--- config.mk ---
export PLATFORM = sky130hd
export DESIGN_NAME = imem_loader
export DESIGN_NICKNAME = d
export VERILOG_FILES = /design/src/verilog/rv_pkg.sv /design/src/verilog/imem_loader.sv
export SDC_FILE = /design/constraint.sdc
export NUM_CORES = 2
export LEC_CHECK = 0
export ABC_AREA = 1
export BUFFER_PORTS_ARGS = -buffer_cell sky130_fd_sc_hd__buf_2
export CAP_MARGIN = 30
export CORE_UTILIZATION = 43
export CTS_CLUSTER_SIZE = 16
export DETAILED_ROUTE_END_ITERATION = 6
export PLACE_DENSITY_LB_ADDON = 0.25
export SYNTH_ARGS = -nofsm -noshare
export SYNTH_HDL_FRONTEND = slang
export SYNTH_SLANG_ARGS = --single-unit
--- constraint.sdc ---
create_clock -name clk -period 2.75 [get_ports clk]
set_clock_uncertainty 0.15 [all_clocks]
set_input_delay 0.1375 -clock clk [delete_from_list [all_inputs] [get_ports clk]]
set_output_delay 0.1375 -clock clk [all_outputs]
set_load 0.05 [all_outputs]
--- src/verilog/rv_pkg.sv ---
`default_nettype none

package rv_pkg;

    //////////////////////////////////////////////////////////////////////
    // widths and sizes
    //////////////////////////////////////////////////////////////////////

    // data and instruction word
    typedef logic [31:0] word_t;
    // architectural register index
    typedef logic [4:0] reg_idx_t;

    localparam int NUM_REGS   = 32;
    localparam int IMEM_DEPTH = 64;
    localparam int IMEM_AW    = $clog2(IMEM_DEPTH);

    // word address into instruction memory
    typedef logic [IMEM_AW-1:0] imem_addr_t;

    // clocks per uart bit, sampled mid-bit
    localparam int CLKS_PER_BIT = 8;

    //////////////////////////////////////////////////////////////////////
    // encodings
    //////////////////////////////////////////////////////////////////////

    localparam logic [6:0] OPC_OP     = 7'b0110011;
    localparam logic [6:0] OPC_OP_IMM = 7'b0010011;
    localparam logic [6:0] OPC_BRANCH = 7'b1100011;

    localparam logic [2:0] F3_ADD_SUB = 3'b000;
    localparam logic [2:0] F3_XOR     = 3'b100;
    localparam logic [2:0] F3_OR      = 3'b110;
    localparam logic [2:0] F3_AND     = 3'b111;
    localparam logic [2:0] F3_BEQ     = 3'b000;
    localparam logic [2:0] F3_BNE     = 3'b001;

    // funct7 for plain ops and for sub
    localparam logic [6:0] F7_BASE = 7'b0000000;
    localparam logic [6:0] F7_ALT  = 7'b0100000;

    typedef enum logic [2:0] {
        ALU_ADD,
        ALU_SUB,
        ALU_AND,
        ALU_OR,
        ALU_XOR,
        ALU_PASS0
    } alu_op_t;

    // control bundle from decode to execute
    typedef struct packed {
        reg_idx_t rs1;
        reg_idx_t rs2;
        reg_idx_t rd;
        word_t    imm;
        alu_op_t  alu;
        logic     use_imm;
        logic     reg_we;
        logic     is_branch;
        logic     br_ne;
    } decoded_t;

    typedef enum logic [1:0] {
        RX_IDLE,
        RX_START,
        RX_DATA,
        RX_STOP
    } rx_state_t;

endpackage

`default_nettype wire

--- src/verilog/imem_loader.sv ---
`timescale 1ns/1ns
`default_nettype none

module imem_loader (
    input  logic               clk,
    input  logic               rst,
    input  logic               prog,
    input  logic [7:0]         rx_data,
    input  logic               rx_valid,
    input  rv_pkg::imem_addr_t fetch_addr,
    output rv_pkg::word_t      fetch_instr
);
    import rv_pkg::*;

    word_t      mem [IMEM_DEPTH];
    word_t      shift_q;
    word_t      wr_word;
    logic [1:0] byte_cnt;
    imem_addr_t wr_addr;
    logic       prog_q;
    logic       prog_rise;
    logic       load_en;

    // new load starts at word 0
    assign prog_rise = prog & ~prog_q;
    // bytes outside prog are ignored
    assign load_en   = rx_valid & prog & ~prog_rise;
    // little endian, first byte lands in [7:0]
    assign wr_word   = {rx_data, shift_q[31:8]};

    always_ff @(posedge clk) begin
        if (rst) begin
            prog_q <= 1'b0;
        end else begin
            prog_q <= prog;
        end
    end

    //////////////////////////////////////////////////////////////////////
    // byte packing
    //////////////////////////////////////////////////////////////////////

    always_ff @(posedge clk) begin
        if (rst || prog_rise) begin
            byte_cnt <= '0;
            wr_addr  <= '0;
        end else if (load_en) begin
            byte_cnt <= byte_cnt + 1'b1;
            // step to next word after the fourth byte
            if (byte_cnt == 2'd3) begin
                wr_addr <= wr_addr + 1'b1;
            end
        end
    end

    always_ff @(posedge clk) begin
        if (load_en) begin
            shift_q <= wr_word;
        end
    end

    // memory, zero after rst so empty words decode as no-ops
    always_ff @(posedge clk) begin
        if (rst) begin
            for (int i = 0; i < IMEM_DEPTH; i++) begin
                mem[i] <= '0;
            end
        end else if (load_en && byte_cnt == 2'd3) begin
            mem[wr_addr] <= wr_word;
        end
    end

    // async fetch read
    assign fetch_instr = mem[fetch_addr];

endmodule

`default_nettype wire

==> results.yml <==
status:
  status: "finished with violations"
  violations: "design-rule violations"
hold_path:
  hold_path_depth: 6
  min_to: "wr_addr[0]$_SDFFE_PP0P_"
  hp-class: "input pin to register"
  min_from: "rx_valid"
worst_setup_path:
  critPathLaunch: "mem[1][19]$_SDFFCE_PN0P_"
  worstSetupStartpointType: "register"
  rr_endpoint: "mem[37][5]$_SDFFCE_PN0P_"
  required_ns: 2.46
  rrSetupSlack_ns: 0.10
  arrival_ns: 2.45
  path_max_fanout: 1
  crit_path_end_kind: "output port"
  rr_startpoint: "prog_q$_SDFF_PP0_"
  reg2reg_depth: 10
  path_class: "register to output port"
flow_run:
  cap_violations: 0
grt:
  grt_overflow: 0
  grt_max_degree: 85
  grt_pass1_vias: 66800
  grt_usage: 0.280
  grt_pass1_wl_um: 448000
  antenna_found_initial: 4
drt:
  totalWireLength_um: 307000
  wl_per_cell_um: 24.9
  drt_iter0_drc: 9238
  via_per_inst: 5.74
  num_vias: 70800
  dr.pass1.iters: 7
  drc: 1
  final_antenna_net_count: 0
clocking:
  cts_sinks: 2081
  path_clk_slew_ns: 0.07
  cts_buffer_depth: 3
  cts-root-buf: "clkbuf_16"
  clk_latency_ns: 0.87
  cts_tree: "done"
  cts-buffers-inserted: 212
  htreeDepth: 4
yosys:
  yosys_register_bits: 2081
  synth_top_family_by_area: "simple AND/OR/NAND/NOR gates"
  yosys.area_share.adder: 0.000271
  synthMuxAreaShare: 0
  synth_area_um2: 92400
  synth-compound-area-share: 0.000704
  synth-xor-area-share: 0
  yosys_warnings: 0
  seq_area_frac_synth: 0.675
  avgSynthCellArea_um2: 9.88
  synth.distinct_cells: 27
  synth.net_count: 9378
  synth-simple-area-share: 0.286
  syn_inst: 9358
cells_and_area:
  fin_util: 0.511
  nNetsFinal: 9356
  syn_to_final_growth_pct: 17.7
  post-route-cell-area_um2: 109000
  final_cell_mix: "nand2_1, edfxtp_1, nor2_1"
  final_common_cell: "nand2_1"
  layoutNonFillerInstCount: 12300
  drive_above_1_share: 0.133
sta:
  rsz0062_at_grt: "yes"
  relSlewSlack: 0.429
  finalHoldViolations: 0
  period_needed_ns: 2.74
  whs_ns: 0.214
  setup_viol: 0
  slew_viol_final: 0
  worst_pin_slew_ns: 0.850
  fin_crit_sh: 0.996
  clock.fmax_mhz: 365
floorplan:
  pin_count: 50
  die_h_um: 466
  dieArea_um2: 217000
  std_cell_rows: 169
  start_util: 0.434
  core-area_um2: 213000
  die_w_um: 466
placement:
  dpl_cell_area_um2: 100000
  placed_cells: 11900
  portBuffers: 49
  gp_congestion: 0.891
  hpwl_um: 184000
power:
  leakage_nw: 41.9
  power_density_nw_per_um2: 659
  totalPowerFinal_w: 0.0718
  ir_drop_v: 0.000691
-- final cells by class --
class | count | area [µm²]
fill | 18600 | 104000
inverter | 54 | 269
multi-input combinational | 6382 | 28300
antenna | 2 | 5.00
sequential | 2081 | 62400
timing repair buffer | 605 | 7690
clock buffer | 282 | 5700
clock inverter | 107 | 946
tap | 2821 | 3530
-- synthesized netlist by cell type --
cell,count,area share
buf_1,67,0.0027
nand3_2,1,0.00011
ha_1,2,0.00027
clkinv_1,1,0.000041
dfxtp_1,9,0.0019
inv_4,1,0.000068
buf_6,3,0.00037
o21ai_1,1,0.000054
o21a_1,1,0.000081
nand3_1,1909,0.10
nor2_4,2,0.00024
buf_2,73,0.0040
o21ai_0,3,0.00016
nor4_4,7,0.0016
nand2_1,2377,0.097
a211oi_1,1,0.000081
inv_2,36,0.0015
buf_4,1,0.000081
inv_1,16,0.00065
nor3_2,3,0.00032
edfxtp_1,2072,0.67
a21oi_1,6,0.00032
nor4_2,1,0.00014
nor2_1,2056,0.083
clkbuf_1,697,0.028
nor4_1,1,0.000068
nor3_1,11,0.00060
-- metrics by stage --
step           TNS, ns  worst slack, ns
3_5_place_dp    -0.137          -0.0749
2_1_floorplan        0           0.0324
6_report             0           0.0101
3_3_place_gp    -0.710          -0.0877
5_1_grt         -0.145          -0.0298
4_1_cts        -0.0358          -0.0306
-- routing by layer --
layer / global-route usage / up-vias / share of wire
li1: - / 31500 / -
met1: 0.386 / 34900 / 0.39
met2: 0.431 / 3814 / 0.45
met3: 0.0443 / 601 / 0.098
met4: 0.139 / 2 / 0.054
met5: 0 / - / 0.000059
-- power breakdown --
group	internal, W	switching, W
clock	0.0159	0.0123
combinational	0.00217	0.00474
sequential	0.0362	0.000385
-- cells by family (layout without fill, tap and decap cells) --
family,after synthesis,in the layout
adders and majority gates,2,2
buffers and inverters,895,1048
AOI/OAI and AO/OA,12,12
other,0,2
and+or+nand+nor,6368,6368
DFF,2081,2081
-- critical path: stages (launching register included) --
cell	delay (ns)
edfxtp_1	0.37
nand2_1	0.08
nand3_1	0.08
nand3_1	0.12
nand3_1	0.19
nand3_1	0.15
nand2_1	0.06
nand2_1	0.16
nand2_2	0.17
buf_12	0.19
-- what timing repair did --
item | in CTS | in global routing
gates resized for setup | 259 | 102
endpoints found under the hold margin | 365 | 0
buffers inserted | 0 | 1
endpoints found under the setup margin | 36 | 87
pin swaps | 34 | 42
hold buffers | 21 | 0
-- sequential cells by signal (all words and copies together) (netlist names) --
signal / flops
mem: 2048
prog_q: 1
shift_q: 24
byte_cnt: 2
wr_addr: 6
-- how the worst max path moves through the flow --
stage / end / slack, ns / cells after the start
5_1_grt: fetch_instr[4] / -0.03 / 10
2_1_floorplan: mem[0][0]$_SDFFCE_PN0P_ / 0.03 / 8
4_1_cts: fetch_instr[4] / -0.03 / 10
3_3_place_gp: fetch_instr[3] / -0.09 / 14
3_5_place_dp: fetch_instr[3] / -0.07 / 13
6_report: fetch_instr[19] / 0.01 / 9
(Power assumes the default switching activity.)
