**src/verilog/rv_pkg.sv**
```systemverilog
`default_nettype none

package rv_pkg;

    //////////////////////////////////////////////////////////////////////
    // widths and sizes
    //////////////////////////////////////////////////////////////////////

    // data and instruction word
    typedef logic [31:0] word_t;
    // architectural register index
    typedef logic [4:0] reg_idx_t;

    localparam int NUM_REGS   = 32;
    localparam int IMEM_DEPTH = 64;
    localparam int IMEM_AW    = $clog2(IMEM_DEPTH);

    // word address into instruction memory
    typedef logic [IMEM_AW-1:0] imem_addr_t;

    // clocks per uart bit, sampled mid-bit
    localparam int CLKS_PER_BIT = 8;

    //////////////////////////////////////////////////////////////////////
    // encodings
    //////////////////////////////////////////////////////////////////////

    localparam logic [6:0] OPC_OP     = 7'b0110011;
    localparam logic [6:0] OPC_OP_IMM = 7'b0010011;
    localparam logic [6:0] OPC_BRANCH = 7'b1100011;

    localparam logic [2:0] F3_ADD_SUB = 3'b000;
    localparam logic [2:0] F3_XOR     = 3'b100;
    localparam logic [2:0] F3_OR      = 3'b110;
    localparam logic [2:0] F3_AND     = 3'b111;
    localparam logic [2:0] F3_BEQ     = 3'b000;
    localparam logic [2:0] F3_BNE     = 3'b001;

    // funct7 for plain ops and for sub
    localparam logic [6:0] F7_BASE = 7'b0000000;
    localparam logic [6:0] F7_ALT  = 7'b0100000;

    typedef enum logic [2:0] {
        ALU_ADD,
        ALU_SUB,
        ALU_AND,
        ALU_OR,
        ALU_XOR,
        ALU_PASS0
    } alu_op_t;

    // control bundle from decode to execute
    typedef struct packed {
        reg_idx_t rs1;
        reg_idx_t rs2;
        reg_idx_t rd;
        word_t    imm;
        alu_op_t  alu;
        logic     use_imm;
        logic     reg_we;
        logic     is_branch;
        logic     br_ne;
    } decoded_t;

    typedef enum logic [1:0] {
        RX_IDLE,
        RX_START,
        RX_DATA,
        RX_STOP
    } rx_state_t;

endpackage

`default_nettype wire

```
**src/verilog/uart_rx.sv**
```systemverilog
`timescale 1ns/1ns
`default_nettype none

module uart_rx (
    input  logic       clk,
    input  logic       rst,
    input  logic       rx,
    output logic [7:0] rx_data,
    output logic       rx_valid
);
    import rv_pkg::*;

    localparam int CNT_W = $clog2(CLKS_PER_BIT);
    localparam logic [CNT_W-1:0] HALF_BIT = CNT_W'(CLKS_PER_BIT / 2 - 1);
    localparam logic [CNT_W-1:0] FULL_BIT = CNT_W'(CLKS_PER_BIT - 1);

    logic             rx_meta;
    logic             rx_sync;
    rx_state_t        state;
    logic [CNT_W-1:0] clk_cnt;
    logic [2:0]       bit_cnt;
    logic [7:0]       shift_q;

    // two-flop synchronizer, line idles high
    always_ff @(posedge clk) begin
        if (rst) begin
            rx_meta <= 1'b1;
            rx_sync <= 1'b1;
        end else begin
            rx_meta <= rx;
            rx_sync <= rx_meta;
        end
    end

    //////////////////////////////////////////////////////////////////////
    // receive fsm
    //////////////////////////////////////////////////////////////////////

    always_ff @(posedge clk) begin
        if (rst) begin
            state    <= RX_IDLE;
            clk_cnt  <= '0;
            bit_cnt  <= '0;
            rx_valid <= 1'b0;
        end else begin
            // strobe lasts one clock
            rx_valid <= 1'b0;
            case (state)
                RX_IDLE: begin
                    clk_cnt <= '0;
                    if (!rx_sync) begin
                        state <= RX_START;
                    end
                end
                RX_START: begin
                    // recheck at mid start bit, glitch goes back to idle
                    if (clk_cnt == HALF_BIT) begin
                        clk_cnt <= '0;
                        bit_cnt <= '0;
                        state   <= rx_sync ? RX_IDLE : RX_DATA;
                    end else begin
                        clk_cnt <= clk_cnt + 1'b1;
                    end
                end
                RX_DATA: begin
                    if (clk_cnt == FULL_BIT) begin
                        clk_cnt <= '0;
                        bit_cnt <= bit_cnt + 1'b1;
                        if (bit_cnt == 3'd7) begin
                            state <= RX_STOP;
                        end
                    end else begin
                        clk_cnt <= clk_cnt + 1'b1;
                    end
                end
                RX_STOP: begin
                    // low stop bit drops the byte
                    if (clk_cnt == FULL_BIT) begin
                        rx_valid <= rx_sync;
                        state    <= RX_IDLE;
                    end else begin
                        clk_cnt <= clk_cnt + 1'b1;
                    end
                end
                default: state <= RX_IDLE;
            endcase
        end
    end

    // lsb first, shift in at mid-bit
    always_ff @(posedge clk) begin
        if (state == RX_DATA && clk_cnt == FULL_BIT) begin
            shift_q <= {rx_sync, shift_q[7:1]};
        end
    end

    assign rx_data = shift_q;

endmodule

`default_nettype wire
```
**config.mk**
```make
export PLATFORM = sky130hd
export DESIGN_NAME = uart_rx
export DESIGN_NICKNAME = d
export VERILOG_FILES = /design/src/verilog/rv_pkg.sv /design/src/verilog/uart_rx.sv
export SDC_FILE = /design/constraint.sdc
export NUM_CORES = 1
export LEC_CHECK = 0
export ABC_CLOCK_PERIOD_IN_PS = 5000
export BUFFER_PORTS_ARGS = -buffer_cell sky130_fd_sc_hd__clkbuf_2
export CAP_MARGIN = 40
export CORE_MARGIN = 8
export CORE_UTILIZATION = 57
export DETAILED_ROUTE_END_ITERATION = 8
export GPL_TIMING_DRIVEN = 0
export PLACE_DENSITY_LB_ADDON = 0.25
export SLEW_MARGIN = 20
export SYNTH_ARGS = -nofsm -noshare
export SYNTH_HDL_FRONTEND = slang
export SYNTH_SLANG_ARGS = --single-unit
```
**constraint.sdc**
```tcl
create_clock -name clk -period 5 [get_ports clk]
set_clock_uncertainty 0.15 [all_clocks]
set_input_delay 0.75 -clock clk [delete_from_list [all_inputs] [get_ports clk]]
set_output_delay 0.75 -clock clk [all_outputs]
set_load 0.01 [all_outputs]
```
==> flow_metrics.env <==
export IMPL_status="completed"
export IMPL_setup_tns_final_ps=0
export IMPL_syn_to_final_growth_pct=12.3
export IMPL_cts_root_buffer="clkbuf_4"
export IMPL_postSynthAreaPerCell_um2=11.3
export IMPL_dieWidth_um=53.8
export IMPL_h_tree_depth=1
export IMPL_grt_max_degree=11
export IMPL_async_reset_ff_frac=0
export IMPL_critPathArrivalTime_ps=1850
export IMPL_yosys_most_used_dff="dfxtp_1"
export IMPL_start_util=0.619
export IMPL_clock_path_buffers=2
export IMPL_r2r_end="rx_data[0]"
export IMPL_netlist_area_um2=816
export IMPL_drv_slew=0
export IMPL_layout_nets=97
export IMPL_r2r_cells=4
export IMPL_synth_top_area_cell="edfxtp_1"
export IMPL_clkTransAtPathRegs_ps=100
export IMPL_gp_congestion=0.731
export IMPL_synth_most_common_cell="dfxtp_1"
export IMPL_numCtsBuffers=3
export IMPL_synth_cells=72
export IMPL_post_cts_buffers=0
export IMPL_finalHoldViolations=0
export IMPL_die_area_um2=2900
export IMPL_ys_types=24
export IMPL_min_path_cells=1
export IMPL_grt_pass1_wl_mm=2.42
export IMPL_dpl_hpwl_mm=1.06
export IMPL_hold_path_class="reg -> reg"
export IMPL_coreArea_um2=1320
export IMPL_finalCriticalPeriod_ps=2070
export IMPL_gr_usage_all_layers=0.110
export IMPL_wl_mm=1.43
export IMPL_setup_viol=0
export IMPL_num_fill_cells=105
export IMPL_insertion_delay_ps=290
export IMPL_ys_ff_latch=19
export IMPL_ctsResizeCount=0
export IMPL_holdPathEnd="rx_sync"
export IMPL_fp_dieH_um=53.8
export IMPL_via_count=567
export IMPL_yosys_area_top_type_share=0.294
export IMPL_avgRoutedWirePerCell_um=14.0
export IMPL_syn_num_nets=81
export IMPL_crit_type="reg -> reg"
export IMPL_fin_hold_ws_ps=269
export IMPL_globalRouteOverflowTotal=0
export IMPL_netlist_top_cells_area="edfxtp_1, dfxtp_1, ha_1"
export IMPL_antenna_found_initial=0
export IMPL_startpoint_type="register"
export IMPL_synth_edf_count=8
export IMPL_synthTopCellsByCount="dfxtp_1, edfxtp_1, nand2_1, nor2_1, ha_1"
export IMPL_finalCritPeriodShare=0.415
export IMPL_drive_gt1_frac=0.253
export IMPL_reg2reg_from="clk_cnt[0]"
export IMPL_cts_tree="yes"
export IMPL_route_detailed_drc=0
export IMPL_r2r_setup_slack_ps=2930
export IMPL_rsz0062_at_grt="no"
export IMPL_tightest_slew_ps=641
export IMPL_crit_fanout=8
export IMPL_ios=12
export IMPL_grt_pass1_vias=538
export IMPL_cp_data_required_time_ps=4780
export IMPL_ys_warnings_count=0
export IMPL_core_rowCount=13
export IMPL_maxCapViolations=0
export IMPL_viasPerCell=5.56
export IMPL_hp_start="rx_meta"
export IMPL_slew_headroom=0.571
export IMPL_dr_first_iter_drc_count=10
export IMPL_antenna_left=0
export IMPL_diodes=0
export IMPL_ir_drop_uv=236
export IMPL_ys_seq_area_frac=0.564
export IMPL_pwr_density_cell_nw_per_um2=268
export IMPL_p_leak_nw=0.357
export IMPL_firstDrtPassIters=5
export IMPL_cts_sinks=19
export IMPL_io_buffer_count=11
export IMPL_end_kind="register"
export IMPL_cts_hold_buffers=0
export IMPL_timing_fmax_ghz=0.482
## critical path, cell delays in order (launching register included)
cell     delay (ps)
dfxtp_1         380
ha_1            220
ha_1            290
nand2_1         150
nor2_1          520
## sequential cells by signal, summed over array words and instances (netlist names), named ones only
signal    flops
rx_valid      1
clk_cnt       3
rx_sync       1
rx_meta       1
rx_data       8
state         1
bit_cnt       3
## kinds of logic after synthesis
logic type                 after synthesis  synth area share
adders and majority gates                6            0.0920
and+or+nand+nor                         28             0.179
DFF                                     19             0.564
buffers and inverters                    6            0.0383
AOI/OAI and AO/OA                       13             0.126
## layer usage
layer | global-route usage | wire [µm]
met1 | 0.137 | 669
met2 | 0.176 | 664
met3 | 0.0358 | 77
met4 | 0.0378 | 13
met5 | 0 | 0
## worst max-delay path by stage
stage	end	slack [ps]	start	cells past startpoint
2_1_floorplan	rx_data[0]	3230	clk_cnt[0]	4
3_3_place_gp	rx_data[0]	2970	clk_cnt[0]	4
3_5_place_dp	rx_data[1]	2940	clk_cnt[0]	4
4_1_cts	rx_data[0]	2890	clk_cnt[0]	4
5_1_grt	rx_data[0]	2740	clk_cnt[0]	4
6_report	rx_data[0]	2930	clk_cnt[0]	4
## layout make-up
| class | instances | area, µm² | share of cell area |
|---|---|---|---|
| timing repair buffer | 11 | 55.1 | 0.0601 |
| buffer | 3 | 20.0 | 0.0219 |
| clock buffer | 4 | 26.3 | 0.0287 |
| multi-input combinational | 47 | 324 | 0.354 |
| inverter | 3 | 11.3 | 0.0123 |
| tap | 15 | 18.8 | 0.0205 |
| sequential | 19 | 460 | 0.503 |
## metrics by stage
| stage | util | setup WS, ps | cells | area [µm²] | power, mW |
|---|---|---|---|---|---|
| floorplan | - | 3230 | 72 | 816 | 0.172 |
| global route | 0.695 | 2740 | 102 | 916 | 0.258 |
| global placement | 0.675 | 2970 | 98 | 890 | 0.175 |
| CTS | 0.695 | 2890 | 102 | 916 | 0.248 |
| finish | 0.695 | 2930 | 102 | 916 | 0.246 |
| detailed placement | 0.675 | 2940 | 98 | 890 | 0.175 |
## report_power, final
group	internal [mW]	leakage [nW]	total, mW	switching [mW]
clock network	0.0310	0.0150	0.0746	0.0437
registers	0.162	0.161	0.164	0.00183
logic	0.00361	0.181	0.00748	0.00387
## layout by cell type (no fill, tap or decap)
cell and n:
dfxtp_1 11, clkbuf_2 11, edfxtp_1 8, nand2_1 7, nor2_1 7, ha_1 6, a211oi_1 5, inv_1 3
nor3_1 3, clkbuf_4 3, clkbuf_1 2, or2_2 2, a21oi_1 2, o21ai_0 2, nand2b_1 2, nand3_1 2
a2111oi_2 2, buf_6 1, buf_2 1, nor4bb_1 1, and2_4 1, nor2b_1 1, and3b_2 1, a31oi_1 1
nand4b_1 1, a221oi_1 1
Power figures use the tool's default switching activity.
