**config.mk**
```make
export PLATFORM = sky130hd
export DESIGN_NAME = rv_core
export DESIGN_NICKNAME = d
export VERILOG_FILES = /design/src/verilog/rv_pkg.sv /design/src/verilog/rv_core.sv /design/src/verilog/rv_decode.sv
export SDC_FILE = /design/constraint.sdc
export NUM_CORES = 1
export LEC_CHECK = 0
export ABC_CLOCK_PERIOD_IN_PS = 9500
export CAP_MARGIN = 10
export CELL_PAD_IN_SITES_DETAIL_PLACEMENT = 1
export CELL_PAD_IN_SITES_GLOBAL_PLACEMENT = 1
export CORE_MARGIN = 8
export CORE_UTILIZATION = 31
export DETAILED_ROUTE_END_ITERATION = 8
export DONT_BUFFER_PORTS = 1
export GPL_TIMING_DRIVEN = 0
export PLACE_DENSITY_LB_ADDON = 0.1
export SLEW_MARGIN = 20
export SYNTH_ARGS = -nofsm -noshare
export SYNTH_HDL_FRONTEND = slang
export SYNTH_HIERARCHICAL = 1
export SYNTH_SLANG_ARGS = --single-unit
```
**constraint.sdc**
```tcl
create_clock -name clk -period 9.5 [get_ports clk]
set_input_delay 1.425 -clock clk [delete_from_list [all_inputs] [get_ports clk]]
set_output_delay 1.425 -clock clk [all_outputs]
set_load 0.02 [all_outputs]
```
**src/verilog/rv_pkg.sv**
```systemverilog
`default_nettype none

package rv_pkg;

    //////////////////////////////////////////////////////////////////////
    // widths and sizes
    //////////////////////////////////////////////////////////////////////

    // data and instruction word
    typedef logic [31:0] word_t;
    // architectural register index
    typedef logic [4:0] reg_idx_t;

    localparam int NUM_REGS   = 32;
    localparam int IMEM_DEPTH = 64;
    localparam int IMEM_AW    = $clog2(IMEM_DEPTH);

    // word address into instruction memory
    typedef logic [IMEM_AW-1:0] imem_addr_t;

    // clocks per uart bit, sampled mid-bit
    localparam int CLKS_PER_BIT = 8;

    //////////////////////////////////////////////////////////////////////
    // encodings
    //////////////////////////////////////////////////////////////////////

    localparam logic [6:0] OPC_OP     = 7'b0110011;
    localparam logic [6:0] OPC_OP_IMM = 7'b0010011;
    localparam logic [6:0] OPC_BRANCH = 7'b1100011;

    localparam logic [2:0] F3_ADD_SUB = 3'b000;
    localparam logic [2:0] F3_XOR     = 3'b100;
    localparam logic [2:0] F3_OR      = 3'b110;
    localparam logic [2:0] F3_AND     = 3'b111;
    localparam logic [2:0] F3_BEQ     = 3'b000;
    localparam logic [2:0] F3_BNE     = 3'b001;

    // funct7 for plain ops and for sub
    localparam logic [6:0] F7_BASE = 7'b0000000;
    localparam logic [6:0] F7_ALT  = 7'b0100000;

    typedef enum logic [2:0] {
        ALU_ADD,
        ALU_SUB,
        ALU_AND,
        ALU_OR,
        ALU_XOR,
        ALU_PASS0
    } alu_op_t;

    // control bundle from decode to execute
    typedef struct packed {
        reg_idx_t rs1;
        reg_idx_t rs2;
        reg_idx_t rd;
        word_t    imm;
        alu_op_t  alu;
        logic     use_imm;
        logic     reg_we;
        logic     is_branch;
        logic     br_ne;
    } decoded_t;

    typedef enum logic [1:0] {
        RX_IDLE,
        RX_START,
        RX_DATA,
        RX_STOP
    } rx_state_t;

endpackage

`default_nettype wire

```
**src/verilog/rv_core.sv**
```systemverilog
`timescale 1ns/1ns
`default_nettype none

module rv_core (
    input  logic               clk,
    input  logic               rst,
    input  logic               prog,
    output rv_pkg::imem_addr_t fetch_addr,
    input  rv_pkg::word_t      fetch_instr,
    output rv_pkg::reg_idx_t   rs1_idx,
    output rv_pkg::reg_idx_t   rs2_idx,
    input  rv_pkg::word_t      rs1_data,
    input  rv_pkg::word_t      rs2_data,
    output logic               wb_we,
    output rv_pkg::reg_idx_t   wb_idx,
    output rv_pkg::word_t      wb_data
);
    import rv_pkg::*;

    word_t    pc_q;
    word_t    pc;
    word_t    next_pc;
    word_t    op_b;
    word_t    alu_res;
    decoded_t dec;
    logic     rs_equal;
    logic     br_taken;

    //////////////////////////////////////////////////////////////////////
    // fetch and decode
    //////////////////////////////////////////////////////////////////////

    // pc reads as 0 for the whole prog window
    assign pc         = prog ? '0 : pc_q;
    // byte pc, word index into imem
    assign fetch_addr = pc[IMEM_AW+1:2];

    rv_decode u_decode (
        .instr (fetch_instr),
        .dec   (dec)
    );

    assign rs1_idx = dec.rs1;
    assign rs2_idx = dec.rs2;

    //////////////////////////////////////////////////////////////////////
    // execute
    //////////////////////////////////////////////////////////////////////

    assign op_b = dec.use_imm ? dec.imm : rs2_data;

    always_comb begin
        case (dec.alu)
            ALU_ADD:   alu_res = rs1_data + op_b;
            ALU_SUB:   alu_res = rs1_data - op_b;
            ALU_AND:   alu_res = rs1_data & op_b;
            ALU_OR:    alu_res = rs1_data | op_b;
            ALU_XOR:   alu_res = rs1_data ^ op_b;
            ALU_PASS0: alu_res = '0;
            default:   alu_res = '0;
        endcase
    end

    // beq and bne compare
    assign rs_equal = (rs1_data == rs2_data);
    assign br_taken = dec.is_branch & (dec.br_ne ? ~rs_equal : rs_equal);
    assign next_pc  = br_taken ? pc + dec.imm : pc + 32'd4;

    // one instruction per clock
    always_ff @(posedge clk) begin
        if (rst || prog) begin
            pc_q <= '0;
        end else begin
            pc_q <= next_pc;
        end
    end

    // writeback on the same edge
    // nothing retires while loading
    assign wb_we   = dec.reg_we & ~prog;
    assign wb_idx  = dec.rd;
    assign wb_data = alu_res;

endmodule

`default_nettype wire

```
**src/verilog/rv_decode.sv**
```systemverilog
`timescale 1ns/1ns
`default_nettype none

module rv_decode (
    input  rv_pkg::word_t    instr,
    output rv_pkg::decoded_t dec
);
    import rv_pkg::*;

    logic [6:0] opcode;
    logic [2:0] funct3;
    logic [6:0] funct7;
    word_t      imm_i;
    word_t      imm_b;

    assign opcode = instr[6:0];
    assign funct3 = instr[14:12];
    assign funct7 = instr[31:25];

    // sign extended immediates
    assign imm_i = {{20{instr[31]}}, instr[31:20]};
    assign imm_b = {{19{instr[31]}}, instr[31], instr[7], instr[30:25], instr[11:8], 1'b0};

    //////////////////////////////////////////////////////////////////////
    // opcode decode
    //////////////////////////////////////////////////////////////////////

    always_comb begin
        // default is a no-op
        dec           = '0;
        dec.rs1       = instr[19:15];
        dec.rs2       = instr[24:20];
        dec.rd        = instr[11:7];
        dec.alu       = ALU_PASS0;
        case (opcode)
            OPC_OP_IMM: begin
                // only addi
                if (funct3 == F3_ADD_SUB) begin
                    dec.imm     = imm_i;
                    dec.alu     = ALU_ADD;
                    dec.use_imm = 1'b1;
                    dec.reg_we  = 1'b1;
                end
            end
            OPC_OP: begin
                dec.reg_we = 1'b1;
                case ({funct7, funct3})
                    {F7_BASE, F3_ADD_SUB}: dec.alu = ALU_ADD;
                    {F7_ALT, F3_ADD_SUB}:  dec.alu = ALU_SUB;
                    {F7_BASE, F3_AND}:     dec.alu = ALU_AND;
                    {F7_BASE, F3_OR}:      dec.alu = ALU_OR;
                    {F7_BASE, F3_XOR}:     dec.alu = ALU_XOR;
                    default:               dec.reg_we = 1'b0;
                endcase
            end
            OPC_BRANCH: begin
                // beq and bne only, no writeback
                if (funct3 == F3_BEQ || funct3 == F3_BNE) begin
                    dec.imm       = imm_b;
                    dec.is_branch = 1'b1;
                    dec.br_ne     = (funct3 == F3_BNE);
                end
            end
            default: begin
                dec.reg_we = 1'b0;
            end
        endcase
    end

endmodule

`default_nettype wire

```
==> results of run 1 <==
## where the power goes
part	total [mW]	leakage [nW]	internal, mW	switching [mW]
logic	0.213	2.86	0.0881	0.125
registers	0.0344	0.0647	0.0341	0.000278
clock network	0.0715	0.0370	0.0543	0.0172
## final timing paths
kind / start / endpoint / slack, ps / depth (start not counted)
hold reg to reg: pc_q[1]$_SDFF_PP0_ / pc_q[1]$_SDFF_PP0_ / 470 / 2
setup reg to reg: pc_q[2]$_SDFF_PP0_ / pc_q[7]$_SDFF_PP0_ / 6890 / 9
setup / recovery: fetch_instr[31] / wb_data[30] / 480 / 18
hold / removal: pc_q[1]$_SDFF_PP0_ / pc_q[1]$_SDFF_PP0_ / 470 / 2
## cells by family after synthesis
family,after synthesis
adder cells (fa/ha/maj),107
buffers and inverters,149
AND/OR/NAND/NOR,233
multiplexers,44
flip-flops,8
AO/OA/AOI/OAI,218
XOR/XNOR,94
## area by class of cell
class,count,area (um2),area share
plain buffers,62,384.1,0.05757
clock buffers,3,75.07,0.01125
inverters,85,319.1,0.04782
multi-input cells,696,5396,0.8087
flip-flops and latches,8,160.2,0.02400
well taps,270,337.8,0.05063
## worst register-to-register path: cells and delay by family (launching register included)
family	cells	cell delay, ps
xor+xnor	1	210
fa+ha+maj	1	380
mux	1	210
simple gates	2	610
flops	1	360
compound gates	4	730
## cells in the mapped netlist, drive strengths merged, types with 5 or more instances
| cell type | count | area (um2) |
|---|---|---|
| nand2b | 9 | 56.30 |
| nand3 | 18 | 90.09 |
| xnor2 | 49 | 429.2 |
| a22oi | 6 | 45.04 |
| nor2b | 12 | 75.07 |
| or3 | 7 | 48.80 |
| mux2i | 43 | 479.2 |
| buf | 45 | 321.5 |
| nand2 | 37 | 138.9 |
| nand4 | 5 | 46.29 |
| ha | 105 | 1314 |
| a211oi | 24 | 192.7 |
| nor4b | 5 | 56.31 |
| or2 | 11 | 68.82 |
| xor2 | 45 | 394.1 |
| a21oi | 59 | 295.3 |
| a21o | 10 | 75.07 |
| o21ai | 63 | 319.1 |
| nor4 | 16 | 151.4 |
| inv | 85 | 319.1 |
| nor3 | 17 | 96.35 |
| dfxtp | 8 | 160.2 |
| nor2 | 63 | 236.5 |
| and2 | 14 | 92.59 |
| a31oi | 7 | 43.79 |
| clkbuf | 19 | 71.32 |
## per-layer routing
layer  global-route usage  part of all wire  vias up  wire length (um)
met1               0.2693              0.43     3043             11320
li1                     -                 -     2986                 -
met5                    0                 0        -                 0
met3              0.04040             0.087       15              2305
met4              0.03053             0.011        0               294
met2               0.3585              0.47      174             12490
==> implementation parameters, run 1 <==
Parameter                              Value

Floorplanning
  Top-level I/O count    ~150
  Area of the core    about 20000 um2
  Die area    around 25000 um2
  Horizontal die dimension    158.2 um
  Rows    52
  Starting utilization of the core area    0.3127
  Die H    158.2 um

Placed design
  Post-place setup slack    -118.8 ps
  Number of placed cells counting well taps    1123
  Area of placed instances    ~6600 um2
  Routability congestion estimate from global placement    about 0.86
  DP Wirelength    about 22000 um
  Count of input and output buffers    0

Synthesis
  Synthesized flop and latch total    8
  Mux cell area share after synthesis    0.07826
  Post-Synth XOR/XNOR Area    0.1314
  Number of nets in the synthesized netlist    between 1000 and 1500
  Post-synth design cell area    between 6000 and 7000 um2
  Adder-cell area share of the yosys netlist    0.2160
  Number of flops mapped to enable cells by yosys    0
  Post-Synth Simple-Gate Area    0.2144
  Async set or reset register ratio after synthesis    0
  Cell variety after synth    76
  Count of synthesis-stage warnings from yosys    6
  Mean cell area of the mapped netlist    7.347 um2
  Post-synthesis compound-gate area fraction    0.2208
  Main combinational cell family by area after synthesis    compound AO/OA/AOI/OAI gates
  Sequential share of the synthesized area    0.02555
  Most frequently used flop master after synthesis    dfxtp_1
  Post-Synthesis Cells    around 850

Critical path
  Critical-path cell with the highest stage delay    nor2_1
  CP arrival    about 7600 ps
  Crit start category    input port
  Biggest cell delay along the critical path    780 ps
  WS Path Type    in2out
  CP top delay family    compound AO/OA/AOI/OAI gates
  Sequence of cells on the critical path    or4b_4 -> nor4_4 -> a21oi_1 -> nor2_1 -> and2_1 -> clkbuf_1 -> buf_1 -> nor2_1 -> xnor2_1 -> ha_1 -> a211oi_1 -> o21ai_1 -> a41o_1 -> o21ai_1 -> a21oi_1 -> o211ai_1 -> xor2_1 -> o21ai_0
  Type of destination of the critical path    primary output
  Count of buffering cells on the critical path with inverters included    2
  Maximum fanout along the worst path    10
  Required time of the worst setup path    about 8100 ps

Detailed routing
  First DRT Iteration DRCs    ~240
  Via Count    ~6200
  Post-route antenna net violation count    0
  Detailed-router iteration count before antenna repair    4
  DRC viols    0
  Final routed wire length divided by cell count    23.50 um
  Final wirelength    between 20000 and 30000 um
  Post-detailed-route via-to-cell ratio    around 5.5

Clock tree
  Inserted Clock Buffers    3
  Latest clock arrival within the worst-skew pair    around 230 ps
  Register clock-pin slew on the reported worst setup and hold paths    about 40 ps
  Sink count of the clock tree    8
  Hold-fix buffer count after cts    0
  Maximum number of buffers from clock root to sink    2
  Post-cts repair resize count    0
  Total setup buffers inserted after CTS    0
  Number of levels in the clock H-tree    1
  Clock Tree Root    clkbuf_16
  CTS tree    done

Layout
  Most frequent cells in the layout    ha_1 (105), inv_1 (85), nor2_1 (63)
  Reg with most FFs    pc_q
  Final antenna diode count    0
  Flip-flop count of the largest register after layout    8
  Final design instance area without fill    around 6700 um2
  Most common cell after layout, fill and taps aside    ha_1
  Layout Nets    1062
  Post-route core utilization    0.3330
  Final instance count without filler cells    approximately 1100
  Fraction of final layout cells sized beyond drive strength 1    0.09251
  Fillers    2544
  Area Overhead vs Synth    6.468%
  Registers with the most flip-flops    pc_q (8)

Pwr
  Leakage power    2.959 nW
  Total power after layout    ~320 uW
  Cell area power density    between 40 and 50 nW/um2
  Maximum VDD drop    around 32 uV

Hold path
  Hold WC Path Type    reg2reg

Timing
  Number of pins with negative max-slew slack in the final report    0
  Final period utilization    0.9499
  Aggregate negative setup slack    0 ps
  Achievable clock frequency    around 110 MHz
  Normalized max-slew margin    0.3623
  Setup violation total in the final timing report    0
  Clock skew after layout    0.5596 ps
  Number of hold violations in the final report    0
  Final worst-path setup slack    about 480 ps
  Shortest period the worst path allows    9024 ps
  Fin Hold WS    469.7 ps
  Worst-margin pin slew    ~950 ps
  Unrepaired setup endpoints after global routing    no

Flow run
  Max-capacitance violation count    0

Global route
  Vias in the first global route    between 6000 and 7000
  Global-route wire length before repair    about 40000 um
  Largest net degree at the start of global routing    23
  Global Route Usage Sum    0.2087
  Total grt overflow    0
  Initial antenna violation count    0

Run status
  Status    complete, no violations
No activity file was read; power rests on OpenSTA's default activity.
==> run 2, diff against run 1 <==
--- a/config.mk
+++ b/config.mk
@@ -6,13 +6,13 @@
 export NUM_CORES = 1
 export LEC_CHECK = 0
 export ABC_CLOCK_PERIOD_IN_PS = 9500
+export BUFFER_PORTS_ARGS = -buffer_cell sky130_fd_sc_hd__buf_2
 export CAP_MARGIN = 10
 export CELL_PAD_IN_SITES_DETAIL_PLACEMENT = 1
 export CELL_PAD_IN_SITES_GLOBAL_PLACEMENT = 1
 export CORE_MARGIN = 8
 export CORE_UTILIZATION = 31
 export DETAILED_ROUTE_END_ITERATION = 8
-export DONT_BUFFER_PORTS = 1
 export GPL_TIMING_DRIVEN = 0
 export PLACE_DENSITY_LB_ADDON = 0.1
 export SLEW_MARGIN = 20
==> implementation parameters, run 2 (synthesis gave the netlist of run 1 again) <==
Parameter                              Value

Flow run
  Max-capacitance violation count    0 (unchanged)

Global route
  Global-route wire length before repair    38500 um (-3.5%)
  Largest net degree at the start of global routing    23 (unchanged)
  Vias in the first global route    6736 (+3.6%)
  Global Route Usage Sum    0.1990 (-0.009656)
  Total grt overflow    0 (unchanged)
  Initial antenna violation count    1 (+1)

Clock tree
  Sink count of the clock tree    8 (unchanged)
  CTS tree    done
  Latest clock arrival within the worst-skew pair    230 ps (about the same)
  Hold-fix buffer count after cts    0 (unchanged)
  Total setup buffers inserted after CTS    0 (unchanged)
  Inserted Clock Buffers    3 (unchanged)
  Clock Tree Root    clkbuf_16
  Post-cts repair resize count    0 (unchanged)
  Number of levels in the clock H-tree    1 (unchanged)
  Register clock-pin slew on the reported worst setup and hold paths    40 ps (about the same)
  Maximum number of buffers from clock root to sink    2 (unchanged)

Layout
  Registers with the most flip-flops    pc_q (8)
  Most frequent cells in the layout    buf_2 (148), ha_1 (105), inv_1 (85)
  Final instance count without filler cells    1271 (+13%)
  Post-route core utilization    0.3697 (+0.03671)
  Final antenna diode count    0 (unchanged)
  Reg with most FFs    pc_q
  Fraction of final layout cells sized beyond drive strength 1    0.2258 (+0.1333)
  Area Overhead vs Synth    18.21%
  Flip-flop count of the largest register after layout    8 (unchanged)
  Most common cell after layout, fill and taps aside    buf_2
  Layout Nets    1209 (+14%)
  Fillers    2591 (+1.8%)

Run status
  Status    complete, no violations

Timing
  Final worst-path setup slack    469.5 ps (-6.754 ps)
  Unrepaired setup endpoints after global routing    no
  Shortest period the worst path allows    9030 ps (+6.754 ps)
  Setup violation total in the final timing report    0 (unchanged)
  Achievable clock frequency    110.7 MHz (about the same)
  Normalized max-slew margin    0.4107 (+0.04837)
  Number of pins with negative max-slew slack in the final report    0 (unchanged)
  Clock skew after layout    1.479 ps (+0.9192 ps)
  Fin Hold WS    454.4 ps (-15.26 ps)
  Final period utilization    0.9506 (about the same)
  Worst-margin pin slew    880.7 ps (-72.29 ps)
  Number of hold violations in the final report    0 (unchanged)

Critical path
  Required time of the worst setup path    8080 ps (about the same)
  Sequence of cells on the critical path    buf_2 -> or4b_4 -> nor4_4 -> a21oi_1 -> nor2_1 -> and2_1 -> clkbuf_1 -> buf_1 -> nor2_1 -> xnor2_1 -> ha_1 -> a211oi_1 -> o21ai_1 -> a41o_1 -> o211a_1 -> a221oi_1 -> xnor2_1 -> mux2i_1 -> o21ai_1 -> buf_2
  Critical-path cell with the highest stage delay    nor2_1
  Type of destination of the critical path    primary output
  Maximum fanout along the worst path    10 (unchanged)
  WS Path Type    in2out
  Crit start category    input port
  CP arrival    7610 ps (about the same)
  Biggest cell delay along the critical path    730 ps (-50 ps)

Placed design
  Count of input and output buffers    147 (+147)
  Routability congestion estimate from global placement    0.8526 (-1.3%)
  Number of placed cells counting well taps    1270 (+13%)
  Post-place setup slack    -192.1 ps (-73.26 ps)
  DP Wirelength    21350 um (-3.7%)

Floorplanning
  Die area    25020 um2 (unchanged)
  Area of the core    20040 um2 (unchanged)
  Starting utilization of the core area    0.3127 (unchanged)
  Horizontal die dimension    158.2 um (unchanged)
  Rows    52 (unchanged)
  Top-level I/O count    153 (unchanged)
  Die H    158.2 um (unchanged)

Detailed routing
  First DRT Iteration DRCs    275 (+13%)
  Final wirelength    25190 um (-4.7%)
  Detailed-router iteration count before antenna repair    4 (unchanged)
  Via Count    6534 (+5.1%)
  Post-route antenna net violation count    0 (unchanged)
  Post-detailed-route via-to-cell ratio    5.141 (-7.1%)
  Final routed wire length divided by cell count    19.82 um (-16%)
  DRC viols    0 (unchanged)

Pwr
  Leakage power    3.602 nW (+22%)
  Maximum VDD drop    44.44 uV (+40%)
  Cell area power density    47.85 nW/um2 (about the same)

Hold path
  Hold WC Path Type    reg2reg
[run 2: cell types whose count changed in the layout (fill, tap and decap cells not counted)]
| cell | change |
|---|---|
| buf_2 | +147 |
[run 2: power breakdown]
| group | switching [mW] | total, mW | internal (mW) |
|---|---|---|---|
| clock | 0.0185 | 0.0730 | 0.0545 |
| combinational | 0.145 | 0.247 | 0.102 |
| sequential | 0.000346 | 0.0344 | 0.0341 |
[run 2: layout make-up]
cell class | count | area [um2] | share of cell area
buffer | 62 | 384.1 | 0.05185
sequential | 8 | 160.2 | 0.02162
timing repair buffer | 147 | 735.7 | 0.09931
tap | 270 | 337.8 | 0.04560
multi-input combinational | 696 | 5396 | 0.7284
inverter | 85 | 319.1 | 0.04307
clock buffer | 3 | 75.07 | 0.01013
[run 2: final timing paths]
kind	startpoint	end	slack (ps)	depth (start not counted)
min	pc_q[1]$_SDFF_PP0_	pc_q[1]$_SDFF_PP0_	450	2
max reg2reg	pc_q[2]$_SDFF_PP0_	pc_q[7]$_SDFF_PP0_	7170	9
min reg2reg	pc_q[1]$_SDFF_PP0_	pc_q[1]$_SDFF_PP0_	450	2
max	fetch_instr[31]	wb_data[16]	470	20
[run 2: metrics by stage]
stage	TNS, ps	instance area (um2)	power (mW)
6_report	0	7408	0.3545
5_1_grt	0	7408	0.3872
4_1_cts	0	7413	0.3568
3_5_place_dp	-616.7	7342	0.2817
3_3_place_gp	-834.3	7341	0.2807
2_1_floorplan	0	6267	0.1973
[run 2: metal layers]
| layer | up-vias | GRT usage | share of wire |
|---|---|---|---|
| met2 | 159 | 0.3324 | 0.45 |
| met1 | 3088 | 0.2829 | 0.49 |
| met5 | - | 0 | 0 |
| met4 | 0 | 0.01976 | 0.0050 |
| li1 | 3278 | - | - |
| met3 | 9 | 0.01283 | 0.057 |
[run 2: critical path: cells and delay by family]
| kind | cells | cell delay (ps) |
|---|---|---|
| AND/OR/NAND/NOR | 5 | 1910 |
| multiplexers | 1 | 90 |
| XOR/XNOR | 2 | 350 |
| AO/OA/AOI/OAI | 7 | 1910 |
| adder cells (fa/ha/maj) | 1 | 340 |
| buffers and inverters | 4 | 1560 |
